<file path="src/hdl/rv32i_pkg.sv">
`default_nettype none

package rv32i_pkg;

    typedef logic [31:0] word_t;

    // base opcodes of the RV32I integer set.
    typedef enum logic [6:0] {
        op_lui   = 7'b0110111,
        op_auipc = 7'b0010111,
        op_jal   = 7'b1101111,
        op_jalr  = 7'b1100111,
        op_br    = 7'b1100011,
        op_load  = 7'b0000011,
        op_store = 7'b0100011,
        op_imm   = 7'b0010011,
        op_reg   = 7'b0110011
    } rv32i_opcode;

    typedef enum logic [2:0] {
        beq  = 3'b000,
        bne  = 3'b001,
        blt  = 3'b100,
        bge  = 3'b101,
        bltu = 3'b110,
        bgeu = 3'b111
    } branch_funct3_t;

    typedef enum logic [2:0] {
        lb  = 3'b000,
        lh  = 3'b001,
        lw  = 3'b010,
        lbu = 3'b100,
        lhu = 3'b101
    } load_funct3_t;

    typedef enum logic [2:0] {
        sb = 3'b000,
        sh = 3'b001,
        sw = 3'b010
    } store_funct3_t;

    // shared by op_imm and op_reg, every value is legal.
    typedef enum logic [2:0] {
        add  = 3'b000,
        sll  = 3'b001,
        slt  = 3'b010,
        sltu = 3'b011,
        axor = 3'b100,
        sr   = 3'b101,
        aor  = 3'b110,
        aand = 3'b111
    } arith_funct3_t;

    typedef enum logic [3:0] {
        alu_add,
        alu_sub,
        alu_sll,
        alu_slt,
        alu_sltu,
        alu_xor,
        alu_srl,
        alu_sra,
        alu_or,
        alu_and,
        alu_pass_b
    } alu_ops_t;

    typedef struct packed {
        alu_ops_t alu_op;
        logic     alu_src_imm;
        logic     alu_src_pc;
        logic     reg_write;
        logic     mem_read;
        logic     mem_write;
        logic     branch;
        logic     jump;
    } rv32i_ctrl_t;

    // what the decode stage hands to execute.
    typedef struct packed {
        word_t       pc;
        rv32i_opcode opcode;
        logic [2:0]  funct3;
        logic [4:0]  rd;
        word_t       rs1_data;
        word_t       rs2_data;
        word_t       imm;
        rv32i_ctrl_t ctrl;
        logic        trap;
    } rv32i_decoded_t;

endpackage

`default_nettype wire

</file>
<file path="src/hdl/decode_ifs.sv">
`timescale 1ns/1ps
`default_nettype none

// combinational link between the decoder and the control ROM.
interface ctrl_rom_if
    import rv32i_pkg::*;
();
    rv32i_opcode opcode;
    logic [2:0]  funct3;
    logic [6:0]  funct7;
    rv32i_ctrl_t ctrl;

    modport requester (output opcode, output funct3, output funct7, input ctrl);
    modport responder (input opcode, input funct3, input funct7, output ctrl);
endinterface

// two read ports, data comes back in the same cycle.
interface regfile_rd_if
    import rv32i_pkg::*;
();
    logic [4:0] rs1;
    logic [4:0] rs2;
    word_t      rs1_data;
    word_t      rs2_data;

    modport requester (output rs1, output rs2, input rs1_data, input rs2_data);
    modport responder (input rs1, input rs2, output rs1_data, output rs2_data);
endinterface

`default_nettype wire

</file>
<file path="src/hdl/control_rom.sv">
`timescale 1ns/1ps
`default_nettype none

module control_rom
    import rv32i_pkg::*;
(
    ctrl_rom_if.responder rom
);

    // funct7 bit 5 picks sub and sra, sub only exists for register ops.
    function automatic alu_ops_t arith_op(input logic [2:0] f3, input logic alt,
                                          input logic allow_sub);
        arith_funct3_t op;
        op = arith_funct3_t'(f3);
        case (op)
            add:     arith_op = (alt && allow_sub) ? alu_sub : alu_add;
            sll:     arith_op = alu_sll;
            slt:     arith_op = alu_slt;
            sltu:    arith_op = alu_sltu;
            axor:    arith_op = alu_xor;
            sr:      arith_op = alt ? alu_sra : alu_srl;
            aor:     arith_op = alu_or;
            default: arith_op = alu_and;
        endcase
    endfunction

    always_comb begin
        rom.ctrl = '0;
        case (rom.opcode)
            op_lui: begin
                rom.ctrl.alu_op      = alu_pass_b;
                rom.ctrl.alu_src_imm = 1'b1;
                rom.ctrl.reg_write   = 1'b1;
            end
            op_auipc: begin
                rom.ctrl.alu_src_imm = 1'b1;
                rom.ctrl.alu_src_pc  = 1'b1;
                rom.ctrl.reg_write   = 1'b1;
            end
            op_jal: begin
                rom.ctrl.alu_src_imm = 1'b1;
                rom.ctrl.alu_src_pc  = 1'b1;
                rom.ctrl.reg_write   = 1'b1;
                rom.ctrl.jump        = 1'b1;
            end
            op_jalr: begin
                rom.ctrl.alu_src_imm = 1'b1;
                rom.ctrl.reg_write   = 1'b1;
                rom.ctrl.jump        = 1'b1;
            end
            op_br: begin
                // alu forms the target, the compare happens in execute.
                rom.ctrl.alu_src_imm = 1'b1;
                rom.ctrl.alu_src_pc  = 1'b1;
                rom.ctrl.branch      = 1'b1;
            end
            op_load: begin
                rom.ctrl.alu_src_imm = 1'b1;
                rom.ctrl.reg_write   = 1'b1;
                rom.ctrl.mem_read    = 1'b1;
            end
            op_store: begin
                rom.ctrl.alu_src_imm = 1'b1;
                rom.ctrl.mem_write   = 1'b1;
            end
            op_imm: begin
                rom.ctrl.alu_op      = arith_op(rom.funct3, rom.funct7[5], 1'b0);
                rom.ctrl.alu_src_imm = 1'b1;
                rom.ctrl.reg_write   = 1'b1;
            end
            op_reg: begin
                rom.ctrl.alu_op    = arith_op(rom.funct3, rom.funct7[5], 1'b1);
                rom.ctrl.reg_write = 1'b1;
            end
            default: rom.ctrl = '0;
        endcase
    end

endmodule

`default_nettype wire

</file>
<file path="src/hdl/regfile.sv">
`timescale 1ns/1ps
`default_nettype none

module regfile #(
    parameter int XLEN      = 32,
    parameter int REG_COUNT = 32
) (
    input  wire logic            clk,
    input  wire logic            rst_n,
    regfile_rd_if.responder      rd,
    input  wire logic            we,
    input  wire logic [4:0]      waddr,
    input  wire logic [XLEN-1:0] wdata
);

    localparam int IDX_W = $clog2(REG_COUNT);

    logic [XLEN-1:0] regs [REG_COUNT];

    // x0 and indices past the implemented set read as zero.
    function automatic logic [XLEN-1:0] read_reg(input logic [4:0] idx);
        if (idx == 5'd0 || int'(idx) >= REG_COUNT) begin
            read_reg = '0;
        end else begin
            read_reg = regs[idx[IDX_W-1:0]];
        end
    endfunction

    always_ff @(posedge clk) begin
        if (!rst_n) begin
            for (int i = 0; i < REG_COUNT; i++) begin
                regs[i] <= '0;
            end
        end else if (we && waddr != 5'd0 && int'(waddr) < REG_COUNT) begin
            regs[waddr[IDX_W-1:0]] <= wdata;
        end
    end

    // no bypass, a write in this cycle is seen one cycle later.
    assign rd.rs1_data = read_reg(rd.rs1);
    assign rd.rs2_data = read_reg(rd.rs2);

endmodule

`default_nettype wire

</file>
<file path="src/hdl/id_stage.sv">
`timescale 1ns/1ps
`default_nettype none

module id_stage
    import rv32i_pkg::*;
(
    input  wire word_t        instr,
    input  wire word_t        pc,
    output rv32i_decoded_t    dec,
    ctrl_rom_if.requester     rom,
    regfile_rd_if.requester   rf
);

    rv32i_opcode opcode;
    logic [2:0]  funct3;
    word_t       i_imm;
    word_t       s_imm;
    word_t       b_imm;
    word_t       u_imm;
    word_t       j_imm;
    logic        trap;

    assign opcode = rv32i_opcode'(instr[6:0]);
    assign funct3 = instr[14:12];

    // all immediates take their sign from bit 31.
    assign i_imm = {{21{instr[31]}}, instr[30:20]};
    assign s_imm = {{21{instr[31]}}, instr[30:25], instr[11:7]};
    assign b_imm = {{20{instr[31]}}, instr[7], instr[30:25], instr[11:8], 1'b0};
    assign u_imm = {instr[31:12], 12'h000};
    assign j_imm = {{12{instr[31]}}, instr[19:12], instr[20], instr[30:21], 1'b0};

    assign rom.opcode = opcode;
    assign rom.funct3 = funct3;
    assign rom.funct7 = instr[31:25];

    assign rf.rs1 = instr[19:15];
    assign rf.rs2 = instr[24:20];

    always_comb begin : trap_check
        trap = 1'b0;
        case (opcode)
            op_lui, op_auipc, op_imm, op_reg, op_jal, op_jalr: ;
            op_br: begin
                case (branch_funct3_t'(funct3))
                    beq, bne, blt, bge, bltu, bgeu: ;
                    default: trap = 1'b1;
                endcase
            end
            op_load: begin
                case (load_funct3_t'(funct3))
                    lb, lh, lw, lbu, lhu: ;
                    default: trap = 1'b1;
                endcase
            end
            op_store: begin
                case (store_funct3_t'(funct3))
                    sb, sh, sw: ;
                    default: trap = 1'b1;
                endcase
            end
            default: trap = 1'b1;
        endcase
    end

    always_comb begin
        dec          = '0;
        dec.pc       = pc;
        dec.opcode   = opcode;
        dec.funct3   = funct3;
        dec.rd       = instr[11:7];
        dec.rs1_data = rf.rs1_data;
        dec.rs2_data = rf.rs2_data;
        dec.ctrl     = rom.ctrl;
        dec.trap     = trap;
        case (opcode)
            op_lui, op_auipc: dec.imm = u_imm;
            op_jal:           dec.imm = j_imm;
            op_br:            dec.imm = b_imm;
            op_store:         dec.imm = s_imm;
            op_reg:           dec.imm = '0;
            default:          dec.imm = i_imm;
        endcase
    end

endmodule

`default_nettype wire

</file>
<file path="src/hdl/id_ex_reg.sv">
`timescale 1ns/1ps
`default_nettype none

module id_ex_reg
    import rv32i_pkg::*;
#(
    parameter int XLEN = 32
) (
    input  wire logic           clk,
    input  wire logic           rst_n,
    input  wire logic           stall,
    input  wire logic           flush,
    input  wire logic           in_valid,
    input  wire rv32i_decoded_t in_dec,
    output logic                out_valid,
    output rv32i_decoded_t      out_dec
);

    // the packet carries fixed 32-bit words.
    if (XLEN != $bits(word_t)) begin : g_xlen_check
        $error("id_ex_reg: XLEN differs from the packet word width");
    end

    logic           valid_q;
    rv32i_decoded_t dec_q;

    // flush beats stall, payload fields keep their old value.
    always_ff @(posedge clk) begin
        if (!rst_n || flush) begin
            valid_q    <= 1'b0;
            dec_q.ctrl <= '0;
            dec_q.trap <= 1'b0;
        end else if (!stall) begin
            valid_q <= in_valid;
            dec_q   <= in_dec;
        end
    end

    assign out_valid = valid_q;
    assign out_dec   = dec_q;

endmodule

`default_nettype wire

</file>
<file path="src/hdl/rv32i_decode.sv">
`timescale 1ns/1ps
`default_nettype none

module rv32i_decode
    import rv32i_pkg::*;
#(
    parameter int XLEN      = 32,
    parameter int REG_COUNT = 32
) (
    input  wire logic            clk,
    input  wire logic            rst_n,
    input  wire logic            if_valid,
    input  wire logic [31:0]     if_instr,
    input  wire logic [XLEN-1:0] if_pc,
    input  wire logic            stall,
    input  wire logic            flush,
    input  wire logic            wb_we,
    input  wire logic [4:0]      wb_rd,
    input  wire logic [XLEN-1:0] wb_data,
    output logic                 ex_valid,
    output logic [XLEN-1:0]      ex_pc,
    output logic [6:0]           ex_opcode,
    output logic [2:0]           ex_funct3,
    output logic [4:0]           ex_rd,
    output logic [XLEN-1:0]      ex_rs1_data,
    output logic [XLEN-1:0]      ex_rs2_data,
    output logic [XLEN-1:0]      ex_imm,
    output logic [3:0]           ex_alu_op,
    output logic                 ex_alu_src_imm,
    output logic                 ex_alu_src_pc,
    output logic                 ex_reg_write,
    output logic                 ex_mem_read,
    output logic                 ex_mem_write,
    output logic                 ex_branch,
    output logic                 ex_jump,
    output logic                 ex_trap
);

    ctrl_rom_if   rom_if ();
    regfile_rd_if rf_rd_if ();

    rv32i_decoded_t id_dec;
    rv32i_decoded_t ex_dec;

    control_rom u_control_rom (.rom(rom_if.responder));

    regfile #(.XLEN(XLEN), .REG_COUNT(REG_COUNT)) u_regfile (
        .clk   (clk),
        .rst_n (rst_n),
        .rd    (rf_rd_if.responder),
        .we    (wb_we),
        .waddr (wb_rd),
        .wdata (wb_data)
    );

    id_stage u_id_stage (
        .instr (if_instr),
        .pc    (if_pc),
        .dec   (id_dec),
        .rom   (rom_if.requester),
        .rf    (rf_rd_if.requester)
    );

    id_ex_reg #(.XLEN(XLEN)) u_id_ex_reg (
        .clk       (clk),
        .rst_n     (rst_n),
        .stall     (stall),
        .flush     (flush),
        .in_valid  (if_valid),
        .in_dec    (id_dec),
        .out_valid (ex_valid),
        .out_dec   (ex_dec)
    );

    // unpack the registered packet onto plain ports.
    assign ex_pc          = ex_dec.pc;
    assign ex_opcode      = ex_dec.opcode;
    assign ex_funct3      = ex_dec.funct3;
    assign ex_rd          = ex_dec.rd;
    assign ex_rs1_data    = ex_dec.rs1_data;
    assign ex_rs2_data    = ex_dec.rs2_data;
    assign ex_imm         = ex_dec.imm;
    assign ex_alu_op      = ex_dec.ctrl.alu_op;
    assign ex_alu_src_imm = ex_dec.ctrl.alu_src_imm;
    assign ex_alu_src_pc  = ex_dec.ctrl.alu_src_pc;
    assign ex_reg_write   = ex_dec.ctrl.reg_write;
    assign ex_mem_read    = ex_dec.ctrl.mem_read;
    assign ex_mem_write   = ex_dec.ctrl.mem_write;
    assign ex_branch      = ex_dec.ctrl.branch;
    assign ex_jump        = ex_dec.ctrl.jump;
    assign ex_trap        = ex_dec.trap;

endmodule

`default_nettype wire

</file>
<file path="config.mk">
export PLATFORM = sky130hd
export DESIGN_NAME = rv32i_decode
export DESIGN_NICKNAME = d
export VERILOG_FILES = /design/src/hdl/rv32i_pkg.sv /design/src/hdl/decode_ifs.sv /design/src/hdl/control_rom.sv /design/src/hdl/regfile.sv /design/src/hdl/id_stage.sv /design/src/hdl/id_ex_reg.sv /design/src/hdl/rv32i_decode.sv
export SDC_FILE = /design/constraint.sdc
export NUM_CORES = 2
export LEC_CHECK = 0
export BUFFER_PORTS_ARGS = -buffer_cell sky130_fd_sc_hd__buf_2
export CAP_MARGIN = 15
export CORE_UTILIZATION = 55
export CTS_CLUSTER_SIZE = 25
export DETAILED_ROUTE_END_ITERATION = 12
export PLACE_DENSITY = 0.81
export SETUP_SLACK_MARGIN = 0.1
export SYNTH_ARGS = -nofsm -noshare
export SYNTH_HDL_FRONTEND = slang
export SYNTH_HIERARCHICAL = 1
export SYNTH_SLANG_ARGS = --single-unit
</file>
<file path="constraint.sdc">
create_clock -name clk -period 8.91 [get_ports clk]
set_input_delay 0.4455 -clock clk [delete_from_list [all_inputs] [get_ports clk]]
set_output_delay 0.4455 -clock clk [all_outputs]
set_load 0.005 [all_outputs]
</file>
Word-level counts from Yosys, hierarchy flattened
Memory sizes are Yosys's and may differ from the RTL's. A register that Yosys moved wholly into a read port is not among the register bits.
Cells that the tools add are included.
- flip-flop bits (word level): 92
- memory bits (writable): 1024
- bits of input ports: 107
- logic and storage cells: 76
- memories kept: 1
- memory list (memory ; words ; width ; rd ports ; clocked after Yosys merged registers in ; write ports ; RTL line ; RTL):
    u_regfile.regs ; 32 ; 32 ; 2 ; 2 ; 32 ; regfile.sv:18 ; logic [XLEN-1:0] regs [REG_COUNT];
- equality and inequality tests: 16
- muxes and demuxes: 24
- bitwise operators: 2
- reduce and logical (&&, ||, !) cells: 18
- operator list (operator ; number):
    one-hot mux 32 bit (5 select lines) ; 1
    one-hot mux 4 bit (7 select lines) ; 2
    2-to-1 mux 32 bit ; 1
    OR reduction 32 bit ; 1
    equality test 7 x 6 -> 1 bit, second input constant ; 3
    equality test 7 bit, second input constant ; 3
    2-to-1 mux 1 bit ; 17
    equality test 7 x 5 -> 1 bit, second input constant ; 2
    equality test 3 bit, second input constant ; 4
    one-hot mux 4 bit (3 select lines) ; 1
    OR reduction 6 bit ; 2
    logical NOT 5 bit ; 2
    OR reduction 8 bit ; 1
    equality test 7 x 2 -> 1 bit, second input constant ; 1
    OR reduction 7 bit ; 1
    equality test 3 x 2 -> 1 bit, second input constant ; 2
    OR reduction 3 bit ; 2
    2-to-1 mux 5 bit ; 1
    nonzero test 5 bit ; 1
    OR reduction 5 bit ; 1
    one-hot mux 1 bit (4 select lines) ; 1
    OR reduction 2 bit ; 2
    equality test 3 x 1 -> 1 bit, second input constant ; 1
    logical NOT 3 bit ; 1
    other kinds (5) ; 6

Logic depth before layout (Yosys ltp)
- depth after elaboration: 7
- mapped depth: 11

Modules after synthesis
Netlist, hierarchy kept.
- modules (own cells, without submodules) (module ; times used ; cells an instance ; area each (um2) ; seq. area each (um2)):
    regfile ; 1 ; 3507 ; 54232.0 ; 30749.5
    id_ex_reg ; 1 ; 187 ; 4779.6 ; 4554.4
    id_stage ; 1 ; 225 ; 1710.4 ; 0.0
    control_rom ; 1 ; 41 ; 277.8 ; 0.0

Worst setup path after synthesis
No wires, ideal clock.
- path type: input -> register
- from: in flush
- to: reg, netlist name u_id_ex_reg/out_dec[100]
- library setup time: 0.647 ns
- arrival time: 6.754 ns
- data required time: 8.263 ns
- setup slack: 1.509 ns
- stages on the path: 3
- path buffers: 1
- cells stage by stage: nand2b_1 > buf_2 > nor2_1
- cells in the longest elaborated chain, start to end: 3
- RTL lines (item ; RTL line ; RTL):
    from (decl) ; rv32i_decode.sv:16 ; input wire logic flush,
    logical OR 1 bit ; id_ex_reg.sv:29 ; if (!rst_n || flush) begin
    NOT 1 bit (no line) ; -- ;
    AND reduction 2 bit (no line) ; -- ;
No other way between the ends.
A chain may end at the register's enable or synchronous reset.

Worst setup path after layout
- from: in if_instr[17]
- to: reg, netlist name u_id_ex_reg/out_dec[84]
- cells in the longest elaborated chain, start to end: 1
- RTL lines (item ; RTL line ; RTL):
    from (decl) ; rv32i_decode.sv:13 ; input wire logic [31:0] if_instr,
    logical NOT 5 bit ; regfile.sv:22 ; if (idx == 5'd0 || int'(idx) >= REG_COUNT) begin
Several ways; a longest one is shown, not always the timed one.

==> results by group <==
Placed design
  – Port Buf Inserts: 262
  – Placed Instances: 5280
  – Post-DP HPWL: 105 mm
  – Post-place setup slack: 4650 ps
  – Placer's final routability congestion estimate: 0.897

Global route
  – Global-route wire length before repair: 262 mm
  – Largest net degree at the start of global routing: 136
  – Antenna violations before repair: 19
  – GRT Residual Overflow: 0
  – Vias in the first global route: 38200
  – Total GRT Usage: 32.9%

Clock network
  – Worst-path clk slew: 60 ps
  – CTS buffer count: 117
  – Clk sink count: 1180
  – Htree depth: 3
  – CTS tree: built
  – Maximum clock path buffer count: 3
  – Cts repair resizes: 0
  – Clock latency on the worst-skew pair: 730 ps
  – CTS Root Cell: clkbuf_16

Timing
  – Maximum clock rate: 0.268 GHz
  – Setup WS post-layout: 5180 ps
  – Setup TNS: 0 ps
  – Post-route minimum period: 3730 ps
  – Unrepaired setup endpoints after global routing: no
  – Hold Fails Final Rpt: 0
  – Fin crit share: 41.8%
  – Fin. max-slew vios: 0
  – Worst slew pin tran: 1290 ps
  – Skew final: 36.2 ps
  – Setup-failing EPs final: 0
  – Rel. slew slack: 13.8%

Cells and area
  – Fin nets: 4069
  – FILL cells: 7806
  – Ratio of cells with drive above 1 in the final layout: 27.3%
  – Area grow syn2layout: 9.28%
  – Post-Layout Cell Count: 5538

Critical path
  – CP Launch Type: primary input
  – Setup crit end: u_id_ex_reg/out_dec[84]
  – Crit. End Element: flop
  – Crit. Startpoint: if_instr[17]
  – Worst reg2reg path endpoint: u_id_ex_reg/out_dec[84]
  – Setup CP Type: in -> reg
  – Slowest cell on crit path: a2111oi_0
  – Most frequent CP cell: buf_4
  – Reg2Reg Depth: 4
  – Setup slack, reg-to-reg: 6180 ps
  – Max incr delay on CP: 1090 ps
  – Worst-path cell chain: buf_6 -> buf_4 -> or3_1 -> buf_4 -> o22ai_1 -> a2111oi_0 -> nor3_1
  – Data required, critical path: 9290 ps
  – Crit path max fanout: 67
  – R2R Path Start: u_regfile/regs[14][8]
  – WP data arrival: 4110 ps

Flow run
  – Max-capacitance violation count: 0

Route
  – DR vias: 38400
  – DRC: 0
  – Final wirelength: 186 mm
  – Wire length per cell: 33.6 µm
  – Final ANT Viol Nets: 0
  – Vias per std cell: 6.94
  – DR pass1 iterations: 8
  – Iter 0 DRT Violations: 6062

Floorplan
  – Rows: 121
  – Die Width: 335 µm
  – Core Area: 0.109 mm²
  – I/O pin count: 263
  – Die ar.: 0.112 mm²
  – DIE HEIGHT: 335 µm
  – Starting Density: 55.8%

Synthesis
  – Synthesized instance count: 3954
  – Ys Warns: 6
  – Average size of a mapped cell: 15.4 µm²
  – Syn Std Cell Area: 0.0610 mm²

Outcome
  – Outcome: finished clean

Pwr
  – Leakage dissipation: 23.1 nW
  – VDD IR-drop max: 0.000180 V
  – PD cells: 191 mW/mm²

Hold path
  – Hold Path Class: in -> reg
==> worst min-delay path by stage <==
stage / slack (ps) / start / depth (start not counted) / end
floorplan: 490 / u_id_ex_reg/out_dec[0] / 2 / u_id_ex_reg/out_dec[0]
global placement: 470 / u_id_ex_reg/out_dec[3] / 2 / u_id_ex_reg/out_dec[3]
detailed placement: 480 / u_id_ex_reg/out_dec[4] / 2 / u_id_ex_reg/out_dec[4]
CTS: 10 / if_instr[12] / 1 / u_id_ex_reg/out_dec[113]
global route: 40 / if_instr[28] / 2 / u_id_ex_reg/out_dec[40]
finish: 40 / if_instr[28] / 2 / u_id_ex_reg/out_dec[40]
==> state kept, by name, summed over array words and instances, names as in the netlist <==
register               cells
u_regfile/regs          1024
u_id_ex_reg/out_dec      155
u_id_ex_reg/out_valid      1
==> critical path, delay by kind of cell <==
kind | cells | cell delay (ps)
AO/OA/AOI/OAI | 2 | 1270
buffers and inverters | 3 | 1760
AND/OR/NAND/NOR | 2 | 530
==> metrics by stage <==
step | area [µm²] | total power, mW | hold WS, ps | util, %
after global routing | 66600 | 13.0 | 37.2 | 60.9
after CTS | 66600 | 12.7 | 9.81 | 60.9
after floorplan | 61100 | 7.59 | 488 | -
after global placement | 62600 | 7.97 | 471 | 57.3
after detailed placement | 62600 | 8.01 | 480 | 57.3
final | 66600 | 12.7 | 39.2 | 60.9
==> what timing repair did <==
| action | CTS | global route |
|---|---|---|
| hold endpoints to repair | 38 | 0 |
| setup buffers | 0 | 0 |
| hold buffers | 38 | 0 |
==> power breakdown <==
group          switching [mW]  total, mW  leakage, nW  internal (mW)
Clock                    2.09       4.76         1.77           2.66
Sequential              0.165       6.58         11.2           6.41
Combinational           0.802       1.39         10.1          0.585
==> routing by layer <==
metal  global-route usage [%]  vias to the layer above  wire length, µm
met3                     8.91                      640            27500
li1                         -                    15100                -
met4                     20.4                       18            12800
met5                        0                        -              105
met1                     42.1                    19100            62000
met2                     50.1                     3590            83500
==> layout by cell type, fill, tap and decap left out, drive strengths merged, types with 57 or more instances in the layout <==
master  count
mux2i     164
mux4      472
clkbuf    140
clkinv     57
nor2       57
o22ai     103
and2      995
edfxtp   1167
buf       365
==> cell type report <==
type	count	area, µm²	share of cell area (%)
diodes	8	20.0	0.0301
clock buffers	140	3040	4.56
clock inverters	71	566	0.849
inverters	5	18.8	0.0282
multi-input cells	2255	23200	34.9
flip-flops and latches	1180	35300	53.0
well taps	1476	1850	2.77
repair buffers	403	2590	3.88
No activity file was read; power rests on OpenSTA's default activity.
